<file path="src/arcade_pkg.sv">
// shared types and constants for the arcade host glue
// import with arcade_pkg::* inside a module, scoped names in port lists
`default_nettype none

package arcade_pkg;

	localparam int dl_addr_w  = 25;
	localparam int dl_byte_w  = 8;
	localparam int mem_addr_w = 23;
	localparam int mem_word_w = 16;

	typedef logic [dl_addr_w-1:0]  dl_addr_t;
	typedef logic [dl_byte_w-1:0]  dl_byte_t;  // also one game input port
	typedef logic [mem_addr_w-1:0] mem_addr_t; // word address on a memory port
	typedef logic [mem_word_w-1:0] mem_word_t;
	typedef logic [1:0]            byte_en_t;  // upper byte enable first

	// download index that carries rom data
	localparam dl_byte_t rom_index = 8'd0;

	typedef enum logic [1:0] {
		game_defender = 2'd0,
		game_colony7  = 2'd1,
		game_mayday   = 2'd2,
		game_jin      = 2'd3
	} game_t;

	typedef logic [11:0] ctrl_t;
	// bit positions inside ctrl_t
	localparam int ctrl_coin2       = 11;
	localparam int ctrl_coin1       = 10;
	localparam int ctrl_two_players = 9;
	localparam int ctrl_one_player  = 8;
	localparam int ctrl_fire_d      = 7;
	localparam int ctrl_fire_c      = 6;
	localparam int ctrl_fire_b      = 5;
	localparam int ctrl_fire_a      = 4;
	localparam int ctrl_up          = 3;
	localparam int ctrl_down        = 2;
	localparam int ctrl_left        = 1;
	localparam int ctrl_right       = 0;

	typedef logic [1:0] orient_t; // {left/right, landscape/portrait}

endpackage

`default_nettype wire

</file>
<file path="src/button_pulse.sv">
// stretches a rising edge of a cabinet button into a long pulse
// pulse rises 2 cycles after the edge, lasts PULSE_LEN cycles
`default_nettype none

module button_pulse #(
	parameter int PULSE_LEN = 1048575
) (
	input  wire  clk_sys,
	input  wire  reset,
	input  wire  btn,
	output logic pulse
);

	localparam int CNT_W = $clog2(PULSE_LEN + 1);

	logic             btn_q, btn_qq; // input sync and edge history
	logic [CNT_W-1:0] count;

	always_ff @(posedge clk_sys) begin
		if (reset) begin
			btn_q  <= 1'b0;
			btn_qq <= 1'b0;
			count  <= '0;
		end else begin
			btn_q  <= btn;
			btn_qq <= btn_q;
			if (btn_q && !btn_qq)
				count <= CNT_W'(PULSE_LEN); // new edge restarts the pulse
			else if (count != '0)
				count <= count - CNT_W'(1);
		end
	end

	assign pulse = (count != '0);

endmodule

`default_nettype wire

</file>
<file path="src/input_mapper.sv">
// maps player controls and menu bits onto the three game input ports
// one registered mapping per supported game, latency one cycle
`default_nettype none

module input_mapper #(
	parameter int PULSE_LEN = 1048575
) (
	input  wire                  clk_sys,
	input  wire                  reset,
	input  arcade_pkg::game_t    game,
	input  arcade_pkg::ctrl_t    ctrl,
	input  wire [2:0]            dip,
	input  wire                  btn_advance,
	input  wire                  btn_hs_reset,
	input  wire                  auto_up,
	output arcade_pkg::dl_byte_t input0,
	output arcade_pkg::dl_byte_t input1,
	output arcade_pkg::dl_byte_t input2,
	output logic                 mayday,
	output arcade_pkg::orient_t  orientation
);

	import arcade_pkg::*;

	logic     advance, hs_reset;
	logic     m_up, m_down, m_left, m_right;
	logic     m_fire_a, m_fire_b, m_fire_c, m_fire_d;
	logic     m_one_player, m_two_players, m_coin1, m_coin2;
	dl_byte_t in0_n, in1_n, in2_n;
	logic     mayday_n;
	orient_t  orient_n;

	button_pulse #(.PULSE_LEN(PULSE_LEN)) i_advance_pulse (
		.clk_sys (clk_sys),
		.reset   (reset),
		.btn     (btn_advance),
		.pulse   (advance)
	);

	button_pulse #(.PULSE_LEN(PULSE_LEN)) i_hs_reset_pulse (
		.clk_sys (clk_sys),
		.reset   (reset),
		.btn     (btn_hs_reset),
		.pulse   (hs_reset)
	);

	assign m_up          = ctrl[ctrl_up];
	assign m_down        = ctrl[ctrl_down];
	assign m_left        = ctrl[ctrl_left];
	assign m_right       = ctrl[ctrl_right];
	assign m_fire_a      = ctrl[ctrl_fire_a];
	assign m_fire_b      = ctrl[ctrl_fire_b];
	assign m_fire_c      = ctrl[ctrl_fire_c];
	assign m_fire_d      = ctrl[ctrl_fire_d];
	assign m_one_player  = ctrl[ctrl_one_player];
	assign m_two_players = ctrl[ctrl_two_players];
	assign m_coin1       = ctrl[ctrl_coin1];
	assign m_coin2       = ctrl[ctrl_coin2];

	always_comb begin
		in0_n    = '0;
		in1_n    = '0;
		in2_n    = '0;
		mayday_n = 1'b0;
		orient_n = 2'b10;
		case (game)
			game_defender: begin
				// rom board pia port a, bit 2 is the unused right coin
				in0_n = {3'b000, m_coin1, hs_reset, 1'b0, advance, auto_up};
				in1_n = {m_down, m_left | m_right, m_one_player, m_two_players,
					m_fire_d, m_fire_c, m_fire_b, m_fire_a};
				in2_n = {7'b0000000, m_up};
			end
			game_colony7: begin
				orient_n = 2'b01;
				in0_n = {3'b000, m_coin1, 2'b00, dip[1:0]}; // bonus and lives dips
				in1_n = {m_fire_b, m_fire_a, m_one_player, m_two_players,
					m_up, m_left, m_right, m_down};
				in2_n = {7'b0000000, m_fire_c};
			end
			game_mayday: begin
				mayday_n = 1'b1; // protection on
				in0_n = {2'b00, m_coin2, m_coin1, 1'b0, hs_reset, advance, auto_up};
				in1_n = {m_down, 1'b0, m_one_player, m_two_players,
					m_fire_b, m_fire_c, m_right, m_fire_a};
				in2_n = {7'b0000000, m_up};
			end
			default: begin // jin
				orient_n = 2'b11;
				in0_n = {3'b000, m_coin2, m_coin1, 3'b000};
				in1_n = {m_fire_b, m_fire_a, m_one_player, m_two_players,
					m_right, m_left, m_down, m_up};
				// level completed dips are active low, lives on bit 3
				in2_n = {1'b0, ~dip[2:1], 1'b0, dip[0], 3'b000};
			end
		endcase
	end

	always_ff @(posedge clk_sys) begin
		if (reset) begin
			input0      <= '0;
			input1      <= '0;
			input2      <= '0;
			mayday      <= 1'b0;
			orientation <= 2'b10;
		end else begin
			input0      <= in0_n;
			input1      <= in1_n;
			input2      <= in2_n;
			mayday      <= mayday_n;
			orientation <= orient_n;
		end
	end

endmodule

`default_nettype wire

</file>
<file path="src/rom_port_writer.sv">
// writes downloaded bytes inside [WIN_LO, WIN_HI) to one memory port
// four-phase req/ack, one byte per handshake, busy until it fully closes
`default_nettype none

module rom_port_writer #(
	parameter int WIN_LO = 0,
	parameter int WIN_HI = 29696
) (
	input  wire                   clk_sys,
	input  wire                   reset,
	input  wire                   byte_strobe,
	input  arcade_pkg::dl_addr_t  byte_addr,
	input  arcade_pkg::dl_byte_t  byte_data,
	output logic                  busy,
	output logic                  mem_req,
	input  wire                   mem_ack,
	output arcade_pkg::mem_addr_t mem_addr,
	output arcade_pkg::byte_en_t  mem_be,
	output arcade_pkg::mem_word_t mem_data
);

	import arcade_pkg::*;

	localparam dl_addr_t WIN_SIZE = dl_addr_t'(WIN_HI - WIN_LO);

	typedef enum logic [1:0] {
		st_idle,
		st_request, // req high, waiting for ack
		st_release, // req dropped, waiting for ack low
		st_settle
	} state_t;

	state_t   state;
	dl_addr_t offset;
	logic     take;

	// addresses below WIN_LO wrap to large offsets and fall outside
	assign offset = byte_addr - dl_addr_t'(WIN_LO);
	assign take   = byte_strobe && (offset < WIN_SIZE);

	always_ff @(posedge clk_sys) begin
		if (reset) begin
			state   <= st_idle;
			mem_req <= 1'b0;
		end else begin
			case (state)
				st_idle:
					if (take) begin
						mem_req <= 1'b1;
						state   <= st_request;
					end
				st_request:
					if (mem_ack) begin
						mem_req <= 1'b0;
						state   <= st_release;
					end
				st_release:
					if (!mem_ack)
						state <= st_settle;
				default:
					state <= st_idle;
			endcase
		end
	end

	// port fields, held stable for the whole handshake
	always_ff @(posedge clk_sys) begin
		if (state == st_idle && take) begin
			mem_addr <= offset[mem_addr_w:1];                 // word address in window
			mem_be   <= {byte_addr[0], ~byte_addr[0]};         // odd byte goes high
			mem_data <= {byte_data, byte_data};
		end
	end

	assign busy = (state != st_idle);

endmodule

`default_nettype wire

</file>
<file path="src/rom_load_ctrl.sv">
// finds rom bytes in the download stream and hands them to the writers
// also drives back-pressure, the loaded flag and the core reset
`default_nettype none

module rom_load_ctrl (
	input  wire                  clk_sys,
	input  wire                  reset,
	input  wire                  dl_active,
	input  arcade_pkg::dl_byte_t dl_index,
	input  wire                  dl_wr,
	input  arcade_pkg::dl_addr_t dl_addr,
	input  arcade_pkg::dl_byte_t dl_data,
	input  wire                  user_reset,
	input  wire                  main_busy,
	input  wire                  snd_busy,
	output logic                 byte_strobe,
	output arcade_pkg::dl_addr_t byte_addr,
	output arcade_pkg::dl_byte_t byte_data,
	output logic                 dl_ready,
	output logic                 rom_loaded,
	output logic                 core_reset
);

	import arcade_pkg::*;

	logic wr_q;      // dl_wr one cycle late
	logic active_q;
	logic rom_sel;
	logic end_seen;  // download has finished

	assign rom_sel = dl_active && (dl_index == rom_index);

	always_ff @(posedge clk_sys) begin
		if (reset) begin
			wr_q        <= 1'b0;
			byte_strobe <= 1'b0;
		end else begin
			wr_q        <= dl_wr;
			byte_strobe <= rom_sel && dl_wr && !wr_q;
		end
	end

	always_ff @(posedge clk_sys) begin
		if (rom_sel && dl_wr && !wr_q) begin
			byte_addr <= dl_addr;
			byte_data <= dl_data;
		end
	end

	// both writers see the strobe, so wait for both to finish
	assign dl_ready = !(byte_strobe || main_busy || snd_busy);

	always_ff @(posedge clk_sys) begin
		if (reset) begin
			active_q   <= 1'b0;
			end_seen   <= 1'b0;
			rom_loaded <= 1'b0;
		end else begin
			active_q <= dl_active;
			if (active_q && !dl_active)
				end_seen <= 1'b1;
			if (end_seen && dl_ready)
				rom_loaded <= 1'b1; // sticky until reset
		end
	end

	always_ff @(posedge clk_sys) begin
		if (reset)
			core_reset <= 1'b1;
		else
			core_reset <= user_reset || dl_active || !rom_loaded;
	end

endmodule

`default_nettype wire

</file>
<file path="src/core_host_glue.sv">
// host side glue of the arcade core: rom download to two memory ports,
// core reset sequencing and control mapping for the selected game
`default_nettype none

module core_host_glue #(
	parameter int PULSE_LEN = 1048575,
	parameter int SND_BASE  = 29696,  // 7400 hex
	parameter int SND_END   = 31744
) (
	input  wire                   clk_sys,
	input  wire                   reset,
	// download from the menu controller
	input  wire                   dl_active,
	input  arcade_pkg::dl_byte_t  dl_index,
	input  wire                   dl_wr,
	input  arcade_pkg::dl_addr_t  dl_addr,
	input  arcade_pkg::dl_byte_t  dl_data,
	output logic                  dl_ready,
	input  wire                   user_reset,
	output logic                  rom_loaded,
	output logic                  core_reset,
	// main cpu rom port
	output logic                  main_req,
	input  wire                   main_ack,
	output arcade_pkg::mem_addr_t main_addr,
	output arcade_pkg::byte_en_t  main_be,
	output arcade_pkg::mem_word_t main_data,
	// sound cpu rom port
	output logic                  snd_req,
	input  wire                   snd_ack,
	output arcade_pkg::mem_addr_t snd_addr,
	output arcade_pkg::byte_en_t  snd_be,
	output arcade_pkg::mem_word_t snd_data,
	// controls
	input  arcade_pkg::game_t     game,
	input  arcade_pkg::ctrl_t     ctrl,
	input  wire [2:0]             dip,
	input  wire                   btn_advance,
	input  wire                   btn_hs_reset,
	input  wire                   auto_up,
	output arcade_pkg::dl_byte_t  input0,
	output arcade_pkg::dl_byte_t  input1,
	output arcade_pkg::dl_byte_t  input2,
	output logic                  mayday,
	output arcade_pkg::orient_t   orientation
);

	import arcade_pkg::*;

	logic     byte_strobe;
	dl_addr_t byte_addr;
	dl_byte_t byte_data;
	logic     main_busy, snd_busy;

	input_mapper #(.PULSE_LEN(PULSE_LEN)) i_input_mapper (
		.clk_sys      (clk_sys),
		.reset        (reset),
		.game         (game),
		.ctrl         (ctrl),
		.dip          (dip),
		.btn_advance  (btn_advance),
		.btn_hs_reset (btn_hs_reset),
		.auto_up      (auto_up),
		.input0       (input0),
		.input1       (input1),
		.input2       (input2),
		.mayday       (mayday),
		.orientation  (orientation)
	);

	rom_port_writer #(.WIN_LO(0), .WIN_HI(SND_BASE)) i_main_writer (
		.clk_sys     (clk_sys),
		.reset       (reset),
		.byte_strobe (byte_strobe),
		.byte_addr   (byte_addr),
		.byte_data   (byte_data),
		.busy        (main_busy),
		.mem_req     (main_req),
		.mem_ack     (main_ack),
		.mem_addr    (main_addr),
		.mem_be      (main_be),
		.mem_data    (main_data)
	);

	rom_port_writer #(.WIN_LO(SND_BASE), .WIN_HI(SND_END)) i_snd_writer (
		.clk_sys     (clk_sys),
		.reset       (reset),
		.byte_strobe (byte_strobe),
		.byte_addr   (byte_addr),
		.byte_data   (byte_data),
		.busy        (snd_busy),
		.mem_req     (snd_req),
		.mem_ack     (snd_ack),
		.mem_addr    (snd_addr),
		.mem_be      (snd_be),
		.mem_data    (snd_data)
	);

	rom_load_ctrl i_rom_load_ctrl (
		.clk_sys     (clk_sys),
		.reset       (reset),
		.dl_active   (dl_active),
		.dl_index    (dl_index),
		.dl_wr       (dl_wr),
		.dl_addr     (dl_addr),
		.dl_data     (dl_data),
		.user_reset  (user_reset),
		.main_busy   (main_busy),
		.snd_busy    (snd_busy),
		.byte_strobe (byte_strobe),
		.byte_addr   (byte_addr),
		.byte_data   (byte_data),
		.dl_ready    (dl_ready),
		.rom_loaded  (rom_loaded),
		.core_reset  (core_reset)
	);

endmodule

`default_nettype wire

</file>
<file path="config.mk">
export PLATFORM = sky130hd
export DESIGN_NAME = core_host_glue
export DESIGN_NICKNAME = d
export VERILOG_FILES = /design/src/arcade_pkg.sv /design/src/button_pulse.sv /design/src/input_mapper.sv /design/src/rom_port_writer.sv /design/src/rom_load_ctrl.sv /design/src/core_host_glue.sv
export SDC_FILE = /design/constraint.sdc
export NUM_CORES = 1
export LEC_CHECK = 0
export BUFFER_PORTS_ARGS = -buffer_cell sky130_fd_sc_hd__buf_4
export CAP_MARGIN = 20
export CORE_MARGIN = 4
export CORE_UTILIZATION = 40
export DETAILED_ROUTE_END_ITERATION = 8
export PLACE_DENSITY_LB_ADDON = 0.3
export SLEW_MARGIN = 15
export SYNTH_ARGS = -nofsm -noshare
export SYNTH_HDL_FRONTEND = slang
export SYNTH_SLANG_ARGS = --single-unit
</file>
<file path="constraint.sdc">
create_clock -name clk_sys -period 4.6 [get_ports clk_sys]
set_input_delay 0.46 -clock clk_sys [delete_from_list [all_inputs] [get_ports clk_sys]]
set_output_delay 0.46 -clock clk_sys [all_outputs]
set_load 0.05 [all_outputs]
</file>
==> results_dict.tcl <==
set metrics [dict create \
    static_leakage_uw 0.00339 \
    area_growth_syn_to_layout_pct 28.3 \
    maxSlewHeadroom_pct 37.2 \
    worstSetupEndpoint "i_snd_writer.mem_addr[6]" \
    chipWidth_um 139 \
    ir_worst_vdd_uv 256 \
    net-switching-power_uw 889 \
    number_of_instances_in_the_placed_design 896 \
    tightestPinTransition_ns 0.939 \
    setup_viol_count_final 0 \
    hp-class "input port to flop" \
    finalWeightedCongestion 0.801 \
    tritoncts "yes" \
    grt_pass1_wl_um 22400 \
    min-delay-start "dip[2]" \
    finalWorstPathRequiredPeriod_ns 2.92 \
    grt_max_degree 69 \
    ys.flop_type "edfxtp_1" \
    cts_hold_buffers 0 \
    initial_utilization_pct 41.1 \
    avgSynthCellArea_um2 12.8 \
    post-synth-top-area-fraction_pct 43.3 \
    synth_sequential_area_ratio_pct 65.8 \
    drt_pre_antenna_iters 4 \
    cts.reportedPaths.clkPinSlew_ns 0.07 \
    cts-buffers-inserted 17 \
    library_cell_occupying_the_most_area_in_the_post_synthesis_netlist "edfxtp_1" \
    global_route_overflow 0 \
    netlist_area_mm2 0.00686 \
    power.total_uw 3470 \
    setup_total_negative_slack_ns 0 \
    critPathLaunch "i_rom_load_ctrl.byte_addr[15]" \
    synth_warnings 0 \
    regToRegSetupSlack_ns 1.68 \
    placementRows 47 \
    route.final.wire_length_um 13900 \
    share_seq_of_total_power_pct 50.7 \
    path_cells "nor4_2, nand3_1, xor2_1, nand4_1, nor2_4" \
    crit-reg2reg-capture "i_snd_writer.mem_addr[6]" \
    r2r_cells 5 \
    clkLatencyLatePin_ns 0.42 \
    clock_skew_ns 0.0130 \
    critical-path-max-stage-delay_ns 0.75 \
    max_cap_violations 0 \
    first_global_vias 4441 \
    final_cells 928 \
    tritoncts_sink_count 176 \
    grt_antenna_before_repair 0 \
    postSynthRegisterBits 176 \
    timing.critical_path.required_ns 4.64 \
    finalMaxSlewViolations 0 \
    dieArea_mm2 0.0193 \
    grt_setup_unrepaired "no" \
    clockPowerShare_pct 38.9 \
    final_net_count 772 \
    dr_total_vias 4512 \
    cts_repair_resize_count 0 \
    result_of_the_run "finished, final reports clean" \
    place.detailed.hpwl_um 10000 \
    pwr_density_cell_mw_per_mm2 394 \
    core-area_mm2 0.0167 \
    netlist-cell-type-count 61 \
    p_int_uw 2580 \
    layout_setup_ws_ns 1.68 \
    number_of_synthesized_flops_with_an_enable_pin 99 \
    crit_type "flop to flop" \
    global_routing_usage_summed_across_all_routing_layers_pct 14.2 \
    drt_first_iter_violations 237 \
    postCtsSetupBuffers 0 \
    switching_share_of_power_pct 25.6 \
    setup.worst_path.start_class "flop" \
    layout_worst_path_cycle_share_pct 63.4 \
    detail_route.vias_per_cell 4.86 \
    final_layout_size_suffix_gt1_share_pct 32.2 \
    wire_per_inst_um 15.0 \
    cp-end-kind "flop" \
    netlist_top_cells_area "edfxtp_1 43%, dfxtp_1 22%, a21oi_1 3.3%" \
    r2r_start "i_rom_load_ctrl.byte_addr[15]" \
    clk_root_buffer_cell "clkbuf_16" \
    postSynthCellCount 535 \
    pin_count 182 \
    report.final.hold_viol_count 0 \
    crit_path_max_fo 33 \
    timing.fmax_mhz 343 \
    critical_path.slowest_cell "nor2_4" \
    number_of_buffers_added_on_ports 175 \
    die_h_um 139 \
    detailedPlace.worstSlack_ns 1.67 \
    drc_errors 0 \
    route.antenna.remaining_nets 0 \
    synthArstFlopShare_pct 0 \
    insertedDiodeCount 0 \
    final_core_util_pct 52.7 \
    combPwrFrac_pct 10.3 \
    worstPathArrival_ns 2.96 \
    ctsHtreeMaxLevel 4 \
    clk_path_buf_depth 2 \
]
-- logic make-up (layout without fill, tap and decap cells) --
group | Yosys count | count (layout) | synth area share [%]
AO/OA/AOI/OAI | 76 | 76 | 7.22
XOR/XNOR | 41 | 41 | 5.23
adder cells (fa/ha/maj) | 9 | 9 | 1.64
buffers and inverters | 60 | 228 | 4.81
flip-flops | 176 | 176 | 65.8
multiplexers | 10 | 10 | 1.68
other | 1 | 6 | 0.0546
AND/OR/NAND/NOR | 162 | 162 | 13.6
-- per-layer routing --
layer	GRT usage, %	wire, µm	vias up
met4	4.48	151	0
li1	-	-	2220
met5	0	0	-
met1	18.1	6050	2105
met3	5.17	1100	14
met2	22.9	6580	173
-- synth_stat cells (2+ instances only) --
library cell  number
edfxtp_1          99
dfxtp_1           77
a21oi_1           45
nor2_1            33
buf_4             23
xnor2_1           23
inv_1             20
nand2_1           20
xor2_1            18
nor2b_1           17
nor3_1            17
clkbuf_1          13
nor4_1            12
nand2b_1          10
ha_1               9
nand3_1            9
mux2i_1            7
or3_1              7
a31oi_1            6
o21ai_0            5
and2_1             4
nand4_1            4
or4_1              4
a211oi_1           3
nand4b_1           3
nor3b_1            3
nor4_2             3
o31ai_1            3
and2b_2            2
and3_1             2
mux2_2             2
nand3b_1           2
or4_4              2
-- flip-flops by register name, summed over array words and instances, names as in the netlist, 4 cells and up --
signal / flops
i_snd_writer.mem_data: 8
i_main_writer.mem_addr: 23
i_input_mapper.input2: 4
i_input_mapper.i_advance_pulse.count: 20
i_snd_writer.mem_addr: 23
i_input_mapper.input1: 8
i_rom_load_ctrl.byte_addr: 25
i_input_mapper.input0: 6
i_main_writer.mem_data: 8
i_rom_load_ctrl.byte_data: 8
i_input_mapper.i_hs_reset_pulse.count: 20
-- final cells by class --
cell class              instances  area [µm²]
repair buffers                176        1320
clock inverters                15         141
flip-flops and latches        176        4510
clock buffers                  17         425
fillers                      1443        7900
inverters                      20        75.1
multi-input cells             304        2050
well taps                     220         275
-- worst min path at each step --
stage                                       endpoint  slack, ns  cells after the start
final                       i_input_mapper.input2[6]       0.19                      2
after global routing        i_input_mapper.input2[6]       0.17                      2
after CTS                   i_input_mapper.input2[6]       0.17                      2
after detailed placement  i_rom_load_ctrl.core_reset       0.40                      1
after global placement    i_rom_load_ctrl.core_reset       0.39                      1
after floorplan            i_main_writer.mem_addr[0]       0.42                      0
-- power by group through the flow --
stage          combinational (µW)  clock, µW  sequential (µW)
4_1_cts                       361       1380             1760
3_5_place_dp                  359          0             1790
5_1_grt                       395       1460             1770
2_1_floorplan                 216          0             1830
3_3_place_gp                  346          0             1790
6_report                      359       1350             1760
-- stage by stage --
step           cell area [µm²]  hold slack, ns
2_1_floorplan             6880           0.421
3_3_place_gp              8240           0.387
3_5_place_dp              8240           0.400
4_1_cts                   8800           0.168
5_1_grt                   8800           0.169
6_report                  8800           0.185
-- worst max-delay path: cells and delay by family (launching register included) --
kind / cells / cell delay (ns)
DFF: 1 / 0.53
xor gates and xnor gates: 1 / 0.29
and+or+nand+nor: 4 / 1.70
-- placed cells by master (no fill, tap or decap), types with 4 or more instances in the layout --
cell       netlist  layout
inv_8            0       4
ha_1             9       9
nor2b_1         17      17
a21oi_1         45      45
nor3_1          17      17
nand3_1          9       9
o21ai_0          5       5
xnor2_1         23      23
edfxtp_1        99      99
inv_6            0       4
nand2_1         20      20
nand2b_1        10      10
or4_1            4       4
inv_1           20      20
nor4_1          12      12
a31oi_1          6       6
nor2_1          33      31
or3_1            7       7
buf_4           23     176
dfxtp_1         77      77
clkbuf_16        0      17
mux2i_1          7       7
nand4_1          4       4
xor2_1          18      18
and2_1           4       4
conb_1           1       6
Note: power is estimated with default switching activity, not from simulation.
